<file path="src/snd_regs_pkg.sv">
package snd_regs_pkg;

   localparam logic [15:0] addr_nr41 = 16'hff20;   // Sound length.
   localparam logic [15:0] addr_nr42 = 16'hff21;   // Volume envelope.
   localparam logic [15:0] addr_nr43 = 16'hff22;   // Polynomial counter.
   localparam logic [15:0] addr_nr44 = 16'hff23;   // Restart and length enable.

   typedef struct packed {
      logic [1:0] unused;        // Reads back as ones.
      logic [5:0] length_load;   // Length runs for 64 minus this many ticks.
   } nr41_t;

   typedef struct packed {
      logic [3:0] init_volume;   // Volume loaded on restart.
      logic       dir_up;        // Envelope counts toward 15 when set.
      logic [2:0] env_period;    // Envelope ticks per step, zero stops it.
   } nr42_t;

   typedef struct packed {
      logic [3:0] clock_shift;   // Step period is scaled by two to this power.
      logic       short_mode;    // Selects the 7-bit sequence.
      logic [2:0] div_code;      // Index into the divisor table.
   } nr43_t;

   typedef struct packed {
      logic       restart;       // Writing a one starts the voice.
      logic       length_en;     // Lets the length counter stop the voice.
      logic [5:0] unused;
   } nr44_t;

   typedef struct packed {
      logic [15:0] addr;
      logic        write;        // High for a write, low for a read.
      logic [7:0]  wdata;
   } reg_req_t;

endpackage

</file>
<file path="src/snd_timing_pkg.sv">
package snd_timing_pkg;

   typedef logic signed [7:0] sample_t;   // Noise sample, plus or minus the volume.

   // Base step period in step units for each divisor code.
   function automatic logic [7:0] divisor_base(input logic [2:0] code);
      logic [7:0] base;
      case (code)
         3'd0:    base = 8'd8;     // Code zero acts as half a unit of 16.
         3'd1:    base = 8'd16;
         3'd2:    base = 8'd32;
         3'd3:    base = 8'd48;
         3'd4:    base = 8'd64;
         3'd5:    base = 8'd80;
         3'd6:    base = 8'd96;
         default: base = 8'd112;
      endcase
      return base;
   endfunction

endpackage

</file>
<file path="src/noise_regs.sv">
`timescale 1ns/1ps

module noise_regs (
   input  logic                   I_CLK_33MHZ,
   input  logic                   I_RESET,
   input  logic                   req_valid,
   output logic                   req_ready,
   input  snd_regs_pkg::reg_req_t req,
   output logic [7:0]             rdata,
   output logic                   rvalid,
   output snd_regs_pkg::nr41_t    nr41,
   output snd_regs_pkg::nr42_t    nr42,
   output snd_regs_pkg::nr43_t    nr43,
   output logic                   length_en,
   output logic                   restart
);

   snd_regs_pkg::nr44_t nr44;
   snd_regs_pkg::nr44_t nr44_wr;   // Write data seen through the NR44 layout.
   logic                accept;
   logic                wr_accept;
   logic                rd_accept;
   logic [7:0]          read_mux;

   assign req_ready = ~rvalid;   // One idle cycle while the read data is out.
   assign accept    = req_valid & req_ready;
   assign wr_accept = accept & req.write;
   assign rd_accept = accept & ~req.write;
   assign nr44_wr   = req.wdata;
   assign length_en = nr44.length_en;

   // Unused bits and unknown addresses read as ones.
   always_comb begin
      case (req.addr)
         snd_regs_pkg::addr_nr41: read_mux = {2'b11, nr41.length_load};
         snd_regs_pkg::addr_nr42: read_mux = nr42;
         snd_regs_pkg::addr_nr43: read_mux = nr43;
         snd_regs_pkg::addr_nr44: read_mux = {nr44.restart, nr44.length_en, 6'h3f};
         default:                 read_mux = 8'hff;
      endcase
   end

   always_ff @(posedge I_CLK_33MHZ) begin
      if (I_RESET) begin
         nr41    <= '0;
         nr42    <= '0;
         nr43    <= '0;
         nr44    <= '0;
         rvalid  <= 1'b0;
         restart <= 1'b0;
      end else begin
         rvalid  <= rd_accept;
         restart <= wr_accept && (req.addr == snd_regs_pkg::addr_nr44) && nr44_wr.restart;
         if (wr_accept) begin
            case (req.addr)
               snd_regs_pkg::addr_nr41: nr41 <= req.wdata;
               snd_regs_pkg::addr_nr42: nr42 <= req.wdata;
               snd_regs_pkg::addr_nr43: nr43 <= req.wdata;
               snd_regs_pkg::addr_nr44: nr44 <= nr44_wr;
               default: ;                                     // Other addresses are dropped.
            endcase
         end
      end
   end

   always_ff @(posedge I_CLK_33MHZ) begin
      if (rd_accept) begin
         rdata <= read_mux;   // Valid in the cycle that rvalid is high.
      end
   end

endmodule

</file>
<file path="src/noise_tick_gen.sv">
`timescale 1ns/1ps

module noise_tick_gen #(
   parameter int LEN_TICK_CLOCKS  = 128906,
   parameter int ENV_TICK_CLOCKS  = 515625,
   parameter int STEP_UNIT_CLOCKS = 8
) (
   input  logic                I_CLK_33MHZ,
   input  logic                I_RESET,
   input  logic                restart,
   input  snd_regs_pkg::nr43_t nr43,
   output logic                length_tick,
   output logic                env_tick,
   output logic                step_req,
   input  logic                step_ack
);

   localparam logic [31:0] TICK_LAST [2] = '{32'(LEN_TICK_CLOCKS - 1),
                                              32'(ENV_TICK_CLOCKS - 1)};
   localparam logic [31:0] STEP_UNIT    = 32'(STEP_UNIT_CLOCKS);

   logic [1:0]  ticks;
   logic [31:0] step_period;
   logic [31:0] step_cnt;

   // Index 0 is the length prescaler and index 1 the envelope prescaler.
   for (genvar i = 0; i < 2; i++) begin : g_tick
      logic [31:0] cnt;
      logic        pulse;

      always_ff @(posedge I_CLK_33MHZ) begin
         if (I_RESET || restart) begin
            cnt   <= '0;
            pulse <= 1'b0;
         end else if (cnt == TICK_LAST[i]) begin
            cnt   <= '0;
            pulse <= 1'b1;   // One cycle wide.
         end else begin
            cnt   <= cnt + 32'd1;
            pulse <= 1'b0;
         end
      end

      assign ticks[i] = pulse;
   end

   assign length_tick = ticks[0];
   assign env_tick    = ticks[1];

   // Base from the table, scaled by the shift and the unit length in clocks.
   assign step_period = ({24'd0, snd_timing_pkg::divisor_base(nr43.div_code)}
                         << nr43.clock_shift) * STEP_UNIT;

   always_ff @(posedge I_CLK_33MHZ) begin
      if (I_RESET || restart || step_ack) begin
         step_cnt <= '0;
         step_req <= 1'b0;
      end else if (!step_req) begin
         if (step_cnt >= step_period - 32'd1) begin
            step_req <= 1'b1;   // Held until the output stage takes the step.
         end else begin
            step_cnt <= step_cnt + 32'd1;
         end
      end
   end

endmodule

</file>
<file path="src/noise_env_length.sv">
`timescale 1ns/1ps

module noise_env_length (
   input  logic                I_CLK_33MHZ,
   input  logic                I_RESET,
   input  logic                restart,
   input  snd_regs_pkg::nr41_t nr41,
   input  snd_regs_pkg::nr42_t nr42,
   input  logic                length_en,
   input  logic                length_tick,
   input  logic                env_tick,
   output logic                ch_on,
   output logic [3:0]          volume
);

   logic [5:0] len_cnt;
   logic [2:0] env_cnt;
   logic       env_step;

   // The envelope only moves while the voice plays and the period is set.
   assign env_step = env_tick && ch_on && (nr42.env_period != 3'd0);

   always_ff @(posedge I_CLK_33MHZ) begin
      if (I_RESET) begin
         ch_on   <= 1'b0;
         len_cnt <= '0;
      end else if (restart) begin
         ch_on   <= 1'b1;
         len_cnt <= nr41.length_load;
      end else if (length_tick && length_en && ch_on) begin
         if (len_cnt == 6'h3f) begin
            ch_on <= 1'b0;   // Tick number 64 minus the load ends the sound.
         end else begin
            len_cnt <= len_cnt + 6'd1;
         end
      end
   end

   always_ff @(posedge I_CLK_33MHZ) begin
      if (I_RESET) begin
         env_cnt <= '0;
         volume  <= '0;
      end else if (restart) begin
         env_cnt <= '0;
         volume  <= nr42.init_volume;
      end else if (env_step) begin
         if (env_cnt >= nr42.env_period - 3'd1) begin
            env_cnt <= '0;
            if (nr42.dir_up && (volume != 4'hf)) begin
               volume <= volume + 4'd1;
            end else if (!nr42.dir_up && (volume != 4'h0)) begin
               volume <= volume - 4'd1;
            end
            // At either end the volume simply stays.
         end else begin
            env_cnt <= env_cnt + 3'd1;
         end
      end
   end

endmodule

</file>
<file path="src/noise_lfsr_out.sv">
`timescale 1ns/1ps

module noise_lfsr_out (
   input  logic                    I_CLK_33MHZ,
   input  logic                    I_RESET,
   input  logic                    restart,
   input  logic                    short_mode,
   input  logic                    ch_on,
   input  logic [3:0]              volume,
   input  logic                    step_req,
   output logic                    step_ack,
   output logic                    sample_valid,
   output snd_timing_pkg::sample_t sample,
   input  logic                    sample_ready
);

   logic [14:0]             lfsr;
   logic [14:0]             lfsr_next;
   logic                    feedback;
   logic                    slot_free;
   snd_timing_pkg::sample_t magnitude;

   assign feedback  = lfsr[0] ^ lfsr[1];
   assign magnitude = {4'b0000, volume};

   always_comb begin
      lfsr_next = {feedback, lfsr[14:1]};
      if (short_mode) begin
         lfsr_next[6] = feedback;   // Shortens the sequence to 127 states.
      end
   end

   // The output register is free when empty or being taken this cycle.
   assign slot_free = ~sample_valid | sample_ready;
   assign step_ack  = step_req & ch_on & slot_free & ~restart;

   always_ff @(posedge I_CLK_33MHZ) begin
      if (I_RESET || restart) begin
         lfsr <= '1;
      end else if (step_ack) begin
         lfsr <= lfsr_next;
      end
   end

   always_ff @(posedge I_CLK_33MHZ) begin
      if (I_RESET) begin
         sample_valid <= 1'b0;
      end else if (step_ack) begin
         sample_valid <= 1'b1;
      end else if (sample_ready) begin
         sample_valid <= 1'b0;
      end
   end

   always_ff @(posedge I_CLK_33MHZ) begin
      if (step_ack) begin
         sample <= lfsr_next[0] ? -magnitude : magnitude;   // A one bit gives the low level.
      end
   end

endmodule

</file>
<file path="src/noise_channel_top.sv">
`timescale 1ns/1ps

module noise_channel_top #(
   parameter int LEN_TICK_CLOCKS  = 128906,   // 256 Hz at 33 MHz.
   parameter int ENV_TICK_CLOCKS  = 515625,   // 64 Hz at 33 MHz.
   parameter int STEP_UNIT_CLOCKS = 8
) (
   input  logic                    I_CLK_33MHZ,
   input  logic                    I_RESET,
   input  logic                    req_valid,
   output logic                    req_ready,
   input  snd_regs_pkg::reg_req_t  req,
   output logic [7:0]              rdata,
   output logic                    rvalid,
   output logic                    ch_on,
   output logic                    sample_valid,
   output snd_timing_pkg::sample_t sample,
   input  logic                    sample_ready
);

   snd_regs_pkg::nr41_t nr41;
   snd_regs_pkg::nr42_t nr42;
   snd_regs_pkg::nr43_t nr43;
   logic                length_en;
   logic                restart;
   logic                length_tick;
   logic                env_tick;
   logic                step_req;
   logic                step_ack;
   logic [3:0]          volume;

   noise_regs regs_i (
      .I_CLK_33MHZ (I_CLK_33MHZ),
      .I_RESET     (I_RESET),
      .req_valid   (req_valid),
      .req_ready   (req_ready),
      .req         (req),
      .rdata       (rdata),
      .rvalid      (rvalid),
      .nr41        (nr41),
      .nr42        (nr42),
      .nr43        (nr43),
      .length_en   (length_en),
      .restart     (restart)
   );

   noise_tick_gen #(
      .LEN_TICK_CLOCKS  (LEN_TICK_CLOCKS),
      .ENV_TICK_CLOCKS  (ENV_TICK_CLOCKS),
      .STEP_UNIT_CLOCKS (STEP_UNIT_CLOCKS)
   ) ticks_i (
      .I_CLK_33MHZ (I_CLK_33MHZ),
      .I_RESET     (I_RESET),
      .restart     (restart),
      .nr43        (nr43),
      .length_tick (length_tick),
      .env_tick    (env_tick),
      .step_req    (step_req),
      .step_ack    (step_ack)
   );

   noise_env_length env_i (
      .I_CLK_33MHZ (I_CLK_33MHZ),
      .I_RESET     (I_RESET),
      .restart     (restart),
      .nr41        (nr41),
      .nr42        (nr42),
      .length_en   (length_en),
      .length_tick (length_tick),
      .env_tick    (env_tick),
      .ch_on       (ch_on),
      .volume      (volume)
   );

   noise_lfsr_out lfsr_i (
      .I_CLK_33MHZ  (I_CLK_33MHZ),
      .I_RESET      (I_RESET),
      .restart      (restart),
      .short_mode   (nr43.short_mode),
      .ch_on        (ch_on),
      .volume       (volume),
      .step_req     (step_req),
      .step_ack     (step_ack),
      .sample_valid (sample_valid),
      .sample       (sample),
      .sample_ready (sample_ready)
   );

endmodule

</file>
<file path="config.mk">
export PLATFORM = sky130hd
export DESIGN_NAME = noise_channel_top
export DESIGN_NICKNAME = d
export VERILOG_FILES = /design/src/snd_regs_pkg.sv /design/src/snd_timing_pkg.sv /design/src/noise_regs.sv /design/src/noise_tick_gen.sv /design/src/noise_env_length.sv /design/src/noise_lfsr_out.sv /design/src/noise_channel_top.sv
export SDC_FILE = /design/constraint.sdc
export NUM_CORES = 1
export LEC_CHECK = 0
export ABC_CLOCK_PERIOD_IN_PS = 4500
export BUFFER_PORTS_ARGS = -buffer_cell sky130_fd_sc_hd__buf_2
export CAP_MARGIN = 20
export CORE_ASPECT_RATIO = 1.1
export CORE_MARGIN = 3
export CORE_UTILIZATION = 56
export DETAILED_ROUTE_END_ITERATION = 16
export PLACE_DENSITY = 0.77
export SLEW_MARGIN = 20
export SYNTH_ARGS = -nofsm -noshare
export SYNTH_HDL_FRONTEND = slang
export SYNTH_SLANG_ARGS = --single-unit
</file>
<file path="constraint.sdc">
create_clock -name I_CLK_33MHZ -period 4.5 [get_ports I_CLK_33MHZ]
set_input_delay 0.675 -clock I_CLK_33MHZ [delete_from_list [all_inputs] [get_ports I_CLK_33MHZ]]
set_output_delay 0.675 -clock I_CLK_33MHZ [all_outputs]
set_load 0.05 [all_outputs]
</file>
==> results of run 1 <==
==> routing by layer <==
layer,GRT usage [%],part of all wire (%)
met1,30.9,44
met5,0,0
met2,39.4,49
met4,9.07,2.3
met3,3.50,4.8
==> cell families (layout without fill, tap and decap cells) <==
family / after synthesis / in the layout / share of synthesized area (%)
buffers and inverters: 88 / 133 / 3.75
AOI/OAI and AO/OA: 208 / 208 / 14.1
DFF: 170 / 170 / 37.9
other: 1 / 4 / 0.0400
muxes: 21 / 21 / 2.30
xor gates and xnor gates: 78 / 78 / 7.29
and+or+nand+nor: 518 / 518 / 28.6
adders and majority gates: 45 / 45 / 6.09
==> timing repair <==
item	4_1_cts	5_1_grt
resized for setup	0	10
endpoints found under the setup margin	0	31
setup buffers	0	2
hold buffers	0	0
==> cells in the mapped netlist, types with 14 or more instances <==
cell,number
o21ai_0,49
and3_1,19
ha_1,44
mux2i_1,17
nand3_1,63
edfxtp_1,15
a21oi_1,73
inv_1,29
xor2_1,42
and4_1,14
o211ai_1,14
xnor2_1,36
nand2_1,135
dfxtp_1,155
nand4_1,36
or3_1,16
clkbuf_1,46
nor2_1,122
or4_1,24
o31ai_1,14
nor3_1,14
==> critical path: stages (launching register included) <==
cell	delay, ns
dfxtp_1	0.37
or4b_1	0.53
a21oi_1	0.28
nand2_1	0.10
ha_1	0.25
o41ai_2	0.13
nor4_4	0.09
and2_1	0.19
o311a_1	0.34
ha_1	0.20
a21oi_1	0.13
o21ai_0	0.15
a221oi_4	0.34
nand2_1	0.08
buf_4	0.22
or4_1	0.52
a21oi_1	0.17
==> where the power goes <==
part	switching, mW	internal, mW
sequential	0.0103	1.53
clock	0.642	0.773
combinational	0.0718	0.0313
total	0.724	2.34
==> worst max-delay path by stage <==
| stage | end | slack (ns) | cells after the start |
|---|---|---|---|
| floorplan | ticks_i.step_cnt[23]$_SDFFE_PP0P_ | 0.29 | 17 |
| global route | ticks_i.step_cnt[5]$_SDFFE_PP0P_ | 0.02 | 16 |
| CTS | ticks_i.step_cnt[21]$_SDFFE_PP0P_ | 0.13 | 15 |
| global placement | ticks_i.step_cnt[13]$_SDFFE_PP0P_ | 0.23 | 15 |
| detailed placement | ticks_i.step_cnt[17]$_SDFFE_PP0P_ | 0.18 | 15 |
| finish | ticks_i.step_cnt[21]$_SDFFE_PP0P_ | 0.33 | 16 |
==> cell type report <==
class                           instances  area share (%)
Timing Repair Buffer                   72            4.13
Clock buffer                           18            4.12
Multi-Input combinational cell        874            52.9
Tap cell                              200            2.40
Clock inverter                         14            1.28
Sequential cell                       170            34.1
Inverter                               29            1.04
==> sequential cells by signal (all words and copies together) (netlist names), 7 cells and up <==
register and count:
lfsr_i.lfsr 15, lfsr_i.sample 7, regs_i.nr42 8, regs_i.nr43 8, regs_i.rdata 8, ticks_i.g_tick.cnt 64, ticks_i.step_cnt 32
==> through the flow <==
step                      utilization [%]  instances
after floorplan                         -       1132
after global placement               61.2       1342
after detailed placement             61.2       1343
after CTS                            64.7       1375
after global routing                 65.0       1377
final                                65.0       1377
==> flow_summary.json, run 1 <==
{
  "htree_levels": 4,
  "drive_gt1_share_pct": 11.4,
  "cts_made_buffers": 17,
  "die_w_um": 129,
  "place_congestion": 0.922,
  "drtIter0Drc": 634,
  "finalPower_mw": 3.06,
  "synth.cell_area_sq_um": 9370,
  "final_common_cell": "dfxtp_1",
  "ys_ff_latch": 170,
  "grt_pass1_wl_um": 35900,
  "crit_required_ns": 4.84,
  "drt-total-wl_um": 21300,
  "criticalPathCategory": "flip-flop to flip-flop",
  "wire_per_inst_um": 15.5,
  "regArea_sq_um": 3560,
  "critPathLaunchType": "flip-flop",
  "rr_startpoint": "regs_i.nr43[0]$_SDFFE_PP0P_",
  "detailed_place_hpwl_um": 15000,
  "ys_seq_area_share_pct": 37.9,
  "max_freq_mhz": 240,
  "hold_ws_ns": 0.472,
  "critPathMaxFanout": 28,
  "ys_warn_count": 0,
  "final.min_clock_period_ns": 4.17,
  "hp-start": "lfsr_i.lfsr[7]$_SDFFE_PP1P_",
  "ys_types": 74,
  "ys.flop_type": "dfxtp_1",
  "initial_core_util_pct": 58.4,
  "syn_avg_cell_area_sq_um": 8.30,
  "core_sq_um": 16000,
  "synth_edf_count": 15,
  "clock_path_buffers": 2,
  "grt.total_usage_pct": 23.6,
  "cp.arrival_ns": 4.52,
  "crit_start": "regs_i.nr43[0]$_SDFFE_PP0P_",
  "p_per_area_nw_per_um2": 294,
  "multi_input_area_sq_um": 5520,
  "finalCritPeriodShare_pct": 92.7,
  "grt_overflow": 0,
  "vias": 8365,
  "rsz0062_at_grt": "false",
  "synth_cells": 1129,
  "area_delta_synth_final_pct": 11.3,
  "ys_async_sr_fraction_pct": 0,
  "setup_viol": 0,
  "placed_area_sq_um": 9820,
  "drc": 0,
  "timing.rr.end": "ticks_i.step_cnt[21]$_SDFFE_PP0P_",
  "synth_area_leader_cell": "dfxtp_1",
  "antenna_found_initial": 0,
  "dp_slack_ns": 0.184,
  "leakage_nw": 3.91,
  "postRouteAntennaNets": 0,
  "skew_ns": 0.0108,
  "antenna-diode-count": 0,
  "row_count": 48,
  "ios": 49,
  "grt_max_degree": 54,
  "hold_class": "flip-flop to flip-flop",
  "path_clk_slew_ns": 0.07,
  "drv_slew": 0,
  "relSlewSlack_pct": 29.8,
  "setup_tns_ns": 0,
  "worst_pin_slew_ns": 1.05,
  "design_area_sq_um": 10400,
  "status": "finished, final reports clean",
  "mostFrequentLayoutCells": "dfxtp_1 (151), nand2_1 (135), nor2_1 (122)",
  "synthTopCellsByArea": "dfxtp_1 (33%), ha_1 (5.9%), nand2_1 (5.4%), nor2_1 (4.9%), edfxtp_1 (4.8%)",
  "fillerInstances": 1320,
  "ir_worst_vdd_mv": 0.269,
  "dieArea_sq_um": 18300,
  "drt-vias-per-instance": 6.07,
  "reg2reg_depth": 16,
  "yosysTopAreaCellShare_pct": 33.1,
  "fin_nets": 1238,
  "clock_sinks": 170,
  "hold_viol": 0,
  "end_kind": "flip-flop",
  "r2r_setup_slack_ns": 0.33,
  "drtPass1Iterations": 5,
  "max_cap_viol_count": 0,
  "die_h_um": 142,
  "finalWorstSetupSlack_ns": 0.327,
  "io_buffers": 48,
  "hold_depth": 2,
  "cts_tree": "built",
  "grt_pass1_vias": 7711,
  "insertion_delay_ns": 0.43,
  "hold_end": "lfsr_i.lfsr[7]$_SDFFE_PP1P_",
  "clock-root-buffer": "clkbuf_16"
}
Power figures use the tool's default switching activity.
==> run 2: changes to the inputs <==
--- a/config.mk
+++ b/config.mk
@@ -8,11 +8,11 @@
 export ABC_CLOCK_PERIOD_IN_PS = 4500
 export BUFFER_PORTS_ARGS = -buffer_cell sky130_fd_sc_hd__buf_2
 export CAP_MARGIN = 20
-export CORE_ASPECT_RATIO = 1.1
 export CORE_MARGIN = 3
 export CORE_UTILIZATION = 56
 export DETAILED_ROUTE_END_ITERATION = 16
 export PLACE_DENSITY = 0.77
+export SKIP_CTS_REPAIR_TIMING = 1
 export SLEW_MARGIN = 20
 export SYNTH_ARGS = -nofsm -noshare
 export SYNTH_HDL_FRONTEND = slang
==> run 2 against run 1 <==
Utilization rose by 0.54 points. Clock-buffer cell count did not move. Total power up 3.2%. First-iteration DRC count is 14% higher. Routed wire length down 0.91%. Critical path type unchanged. Largest power group unchanged. Highest routed layer unchanged.
==> flow_summary.json, run 2 (synthesis results as in run 1) <==
{
  "grt_pass1_wl_um": 36600,
  "fin_nets": 1242,
  "hold_end": "lfsr_i.lfsr[9]$_SDFFE_PP1P_",
  "drv_slew": 0,
  "drt-total-wl_um": 21100,
  "dieArea_sq_um": 18300,
  "max_cap_viol_count": 0,
  "hold_depth": 2,
  "row_count": 46,
  "cts_made_buffers": 17,
  "hold_viol": 0,
  "path_clk_slew_ns": 0.07,
  "reg2reg_depth": 15,
  "multi_input_area_sq_um": 5540,
  "dp.cells": 1363,
  "status": "finished, final reports clean",
  "p_per_area_nw_per_um2": 299,
  "dp_slack_ns": 0.159,
  "grt_pass1_vias": 7656,
  "io_buffers": 48,
  "fillerInstances": 1354,
  "crit_required_ns": 4.83,
  "drtIter0Drc": 721,
  "finalWorstSetupSlack_ns": 0.273,
  "mostFrequentLayoutCells": "dfxtp_1 (152), nand2_1 (134), nor2_1 (121)",
  "initial_core_util_pct": 58.2,
  "final_common_cell": "dfxtp_1",
  "utilization_pct": 65.6,
  "die_w_um": 135,
  "r2r_setup_slack_ns": 0.27,
  "setup_viol": 0,
  "worst_pin_slew_ns": 0.862,
  "top_regs": "ticks_i.g_tick.cnt (64), ticks_i.step_cnt (32), lfsr_i.lfsr (15)",
  "top_register": "ticks_i.g_tick.cnt",
  "max_freq_mhz": 237,
  "leakage_nw": 3.99,
  "clock-root-buffer": "clkbuf_16",
  "critPathMaxFanout": 18,
  "design_area_sq_um": 10600,
  "hold_class": "flip-flop to flip-flop",
  "relSlewSlack_pct": 42.4,
  "die_h_um": 135,
  "drive_gt1_share_pct": 12.1,
  "drc": 0,
  "rr_startpoint": "regs_i.nr43[1]$_SDFFE_PP0P_",
  "detailed_place_hpwl_um": 14800,
  "placed_area_sq_um": 9870,
  "grt_overflow": 0,
  "critPathLaunchType": "flip-flop",
  "grt.total_usage_pct": 23.8,
  "clock_sinks": 170,
  "core_sq_um": 16100,
  "finalNonFillerCells": 1397,
  "wire_per_inst_um": 15.1,
  "ios": 49,
  "grt_max_degree": 41,
  "insertion_delay_ns": 0.43,
  "finalPower_mw": 3.16,
  "antenna_found_initial": 0,
  "skew_ns": 0.00912,
  "hp-start": "lfsr_i.lfsr[10]$_SDFFE_PP1P_",
  "drtPass1Iterations": 5,
  "finalCritPeriodShare_pct": 93.9,
  "cts_tree": "built",
  "ir_worst_vdd_mv": 0.314,
  "postRouteAntennaNets": 0,
  "drt-vias-per-instance": 5.97,
  "htree_levels": 4,
  "antenna-diode-count": 0,
  "cp.arrival_ns": 4.56,
  "final.min_clock_period_ns": 4.23,
  "largest_reg_flops": 64,
  "vias": 8339,
  "regArea_sq_um": 3560,
  "criticalPathCategory": "flip-flop to flip-flop",
  "place_congestion": 0.949,
  "clock_path_buffers": 2,
  "timing.rr.end": "ticks_i.step_cnt[15]$_SDFFE_PP0P_",
  "area_delta_synth_final_pct": 12.8,
  "end_kind": "flip-flop"
}
run 2: layout make-up:
| cell class | count | area share (%) |
|---|---|---|
| Tap cell | 216 | 2.56 |
| Clock buffer | 18 | 4.26 |
| Multi-Input combinational cell | 874 | 52.4 |
| Sequential cell | 170 | 33.7 |
| Inverter | 29 | 1.03 |
| Clock inverter | 14 | 1.56 |
| Timing Repair Buffer | 76 | 4.52 |
run 2: report_power, final:
part / internal (mW) / switching, mW / leakage [nW]
combinational: 0.0334 / 0.0735 / 2.29
clock: 0.828 / 0.683 / 0.304
sequential: 1.53 / 0.0104 / 1.39
run 2: worst max path at each step:
stage	start	endpoint	slack, ns
2_1_floorplan	regs_i.nr43[1]$_SDFFE_PP0P_	ticks_i.step_cnt[23]$_SDFFE_PP0P_	0.29
3_3_place_gp	regs_i.nr43[4]$_SDFFE_PP0P_	ticks_i.step_cnt[9]$_SDFFE_PP0P_	0.26
3_5_place_dp	regs_i.nr43[5]$_SDFFE_PP0P_	ticks_i.step_cnt[15]$_SDFFE_PP0P_	0.16
4_1_cts	regs_i.nr43[5]$_SDFFE_PP0P_	ticks_i.step_cnt[15]$_SDFFE_PP0P_	0.14
5_1_grt	regs_i.nr43[1]$_SDFFE_PP0P_	ticks_i.step_cnt[21]$_SDFFE_PP0P_	-0.01
6_report	regs_i.nr43[1]$_SDFFE_PP0P_	ticks_i.step_cnt[15]$_SDFFE_PP0P_	0.27
run 2: routing by layer:
| layer | wire [um] | share of wire (%) | GRT usage [%] |
|---|---|---|---|
| met4 | 159 | 0.75 | 5.26 |
| met5 | 0 | 0 | 0 |
| met3 | 971 | 4.6 | 4.20 |
| met2 | 10300 | 49 | 39.5 |
| met1 | 9700 | 46 | 32.6 |
run 2: worst max-delay path, stage by stage (launching register included):
cell and delay [ns]:
dfxtp_1 0.36, buf_4 0.19, mux2_2 0.27, and2_1 0.22, a22o_1 0.29, or3_1 0.35
a2111oi_0 0.39, a41oi_1 0.09, ha_1 0.34, a21oi_1 0.15, o21ai_0 0.18, a211oi_2 0.30
a2111oi_4 0.14, buf_4 0.22, or4_1 0.47, a21oi_1 0.16
run 2: metrics by stage:
| step | setup TNS (ns) | hold slack (ns) |
|---|---|---|
| final | 0 | 0.467 |
| after global routing | -0.0175 | 0.488 |
| after CTS | 0 | 0.469 |
| after detailed placement | 0 | 0.453 |
| after global placement | 0 | 0.449 |
| after floorplan | 0 | 0.440 |
==> run 3: changes to the inputs <==
--- a/config.mk
+++ b/config.mk
@@ -8,7 +8,7 @@
 export ABC_CLOCK_PERIOD_IN_PS = 4500
 export BUFFER_PORTS_ARGS = -buffer_cell sky130_fd_sc_hd__buf_2
 export CAP_MARGIN = 20
-export CORE_MARGIN = 3
+export CORE_MARGIN = 4
 export CORE_UTILIZATION = 56
 export DETAILED_ROUTE_END_ITERATION = 16
 export PLACE_DENSITY = 0.77
==> run 3 against run 2 <==
Maximum frequency up 1.2%. Sequential share of layout area up 0.21 points. Clock-buffer cell count did not move. Via count decreased by 0.72%. First-iteration DRC count decreased by 22%. Global-route usage fell by 0.89 points. Clock power shrank 6%. Clock skew decreased by 0.0020 ns. Total power decreased by 2.9%. Die area grew 3.0%. Cell count unchanged. Critical path depth did not move. Largest cell class unchanged. Critical path type unchanged.
==> flow_summary.json, run 3 (synthesis results as in run 1) <==
{
  "wire_per_inst_um": 15.2,
  "cts_made_buffers": 17,
  "initial_core_util_pct": 56.9,
  "fillerInstances": 1392,
  "grt_overflow": 0,
  "worst_pin_slew_ns": 1.05,
  "critPathSlowestCell": "or4_1",
  "grt_use_met1_pct": 30.1,
  "clock_path_buffers": 2,
  "final.min_clock_period_ns": 4.18,
  "grt_pass1_vias": 7683,
  "leakage_nw": 3.94,
  "relSlewSlack_pct": 29.7,
  "hp-start": "lfsr_i.lfsr[10]$_SDFFE_PP1P_",
  "insertion_delay_ns": 0.43,
  "drtIter0Drc": 563,
  "dieArea_sq_um": 18900,
  "die_w_um": 137,
  "reg2reg_depth": 15,
  "drv_slew": 0,
  "cp_slowest_stage_delay_ns": 0.49,
  "r2r_setup_slack_ns": 0.32,
  "hold_ws_ns": 0.465,
  "hold_class": "flip-flop to flip-flop",
  "antenna-diode-count": 0,
  "ios": 49,
  "end_kind": "flip-flop",
  "critPathLaunchType": "flip-flop",
  "cp.arrival_ns": 4.51,
  "hold_viol": 0,
  "setup_viol": 0,
  "rsz0062_at_grt": "false",
  "rr_startpoint": "regs_i.nr43[2]$_SDFFE_PP0P_",
  "use_met2_pct": 38.3,
  "vias": 8279,
  "finalPower_mw": 3.07,
  "top_register": "ticks_i.g_tick.cnt",
  "drtPass1Iterations": 5,
  "grt_pass1_wl_um": 35800,
  "path_clk_slew_ns": 0.07,
  "finalWorstSetupSlack_ns": 0.323,
  "dp_slack_ns": 0.181,
  "grt.total_usage_pct": 22.9,
  "timing.rr.end": "ticks_i.step_cnt[17]$_SDFFE_PP0P_",
  "multi_input_area_sq_um": 5560,
  "setup_tns_ns": 0,
  "htree_levels": 4,
  "ir_worst_vdd_mv": 0.294,
  "largest_reg_flops": 64,
  "critPathMaxFanout": 63,
  "worstPathCellList": "buf_4 -> o21ai_0 -> mux2i_1 -> a2111oi_4 -> or3_1 -> a2111oi_1 -> a41oi_1 -> ha_1 -> a21oi_1 -> o21ai_0 -> a211oi_2 -> a2111oi_4 -> buf_12 -> or4_1 -> a21oi_1",
  "max_cap_viol_count": 0,
  "crit_required_ns": 4.83,
  "cts_tree": "built",
  "row_count": 47,
  "grt_busiest_layer": "met2",
  "fin_nets": 1238,
  "utilization_pct": 63.8,
  "grt_max_degree": 64,
  "antenna_found_initial": 0,
  "mostFrequentLayoutCells": "dfxtp_1 (151), nand2_1 (135), nor2_1 (122)",
  "io_buffers": 48,
  "drt-total-wl_um": 21200,
  "criticalPathCategory": "flip-flop to flip-flop",
  "skew_ns": 0.00716,
  "area_delta_synth_final_pct": 12.1,
  "regArea_sq_um": 3560,
  "top_regs": "ticks_i.g_tick.cnt (64), ticks_i.step_cnt (32), lfsr_i.lfsr (15)",
  "hold_end": "lfsr_i.lfsr[9]$_SDFFE_PP1P_",
  "hold_depth": 2,
  "postRouteAntennaNets": 0,
  "drt-vias-per-instance": 5.93,
  "final_common_cell": "dfxtp_1",
  "die_h_um": 137,
  "status": "finished, final reports clean",
  "p_per_area_nw_per_um2": 292,
  "core_sq_um": 16500,
  "drive_gt1_share_pct": 11.6,
  "drc": 0,
  "detailed_place_hpwl_um": 14700,
  "clock-root-buffer": "clkbuf_16",
  "max_freq_mhz": 239,
  "met3_usage_pct": 3.58,
  "place_congestion": 0.901,
  "finalCritPeriodShare_pct": 92.8,
  "clock_sinks": 170
}
==> run 3: changes by cell type in the layout (fill, tap and decap cells not counted), moves of 2 or more <==
cell      change
buf_4         -2
buf_8         -2
clkinv_1      +2
clkinv_4      +4
clkinv_8      -3
inv_6         -2
==> run 3: routing by layer <==
| metal | wire (um) | share of wire [%] |
|---|---|---|
| met1 | 9650 | 46 |
| met2 | 10100 | 48 |
| met3 | 956 | 4.5 |
| met4 | 455 | 2.1 |
| met5 | 0 | 0 |
==> run 3: final cells by class <==
cell class	count	area share (%)
tap	220	2.62
clock buffer	18	4.18
timing repair buffer	72	4.12
sequential	170	33.9
clock inverter	14	1.29
inverter	29	1.04
multi-input combinational	874	52.9
==> run 3: worst max-delay path, delay by kind of cell, from the launching register on <==
| kind | cells | cell delay, ns |
|---|---|---|
| multiplexers | 1 | 0.36 |
| flip-flops | 1 | 0.36 |
| adder cells (fa/ha/maj) | 1 | 0.34 |
| AO/OA/AOI/OAI | 9 | 1.69 |
| buffers and inverters | 2 | 0.43 |
| AND/OR/NAND/NOR | 2 | 0.89 |
==> run 3: where the power goes <==
group	leakage, nW	switching (mW)	internal, mW	total, mW
clock	0.285	0.631	0.789	1.42
sequential	1.39	0.0109	1.53	1.54
combinational	2.27	0.0722	0.0305	0.103
total	3.94	0.714	2.35	3.07
==> run 3: how the worst max path moves through the flow <==
stage / startpoint / end
floorplan: regs_i.nr43[1]$_SDFFE_PP0P_ / ticks_i.step_cnt[23]$_SDFFE_PP0P_
global placement: regs_i.nr43[1]$_SDFFE_PP0P_ / ticks_i.step_cnt[9]$_SDFFE_PP0P_
detailed placement: regs_i.nr43[1]$_SDFFE_PP0P_ / ticks_i.step_cnt[23]$_SDFFE_PP0P_
CTS: regs_i.nr43[1]$_SDFFE_PP0P_ / ticks_i.step_cnt[23]$_SDFFE_PP0P_
global route: regs_i.nr43[1]$_SDFFE_PP0P_ / ticks_i.step_cnt[21]$_SDFFE_PP0P_
finish: regs_i.nr43[2]$_SDFFE_PP0P_ / ticks_i.step_cnt[17]$_SDFFE_PP0P_
==> run 3: through the flow <==
step                      instances  instance area (sq um)
after global placement         1365                   9860
after detailed placement       1365                   9870
after global routing           1397                  10500
final                          1397                  10500
after CTS                      1397                  10400
after floorplan                1132                   9380
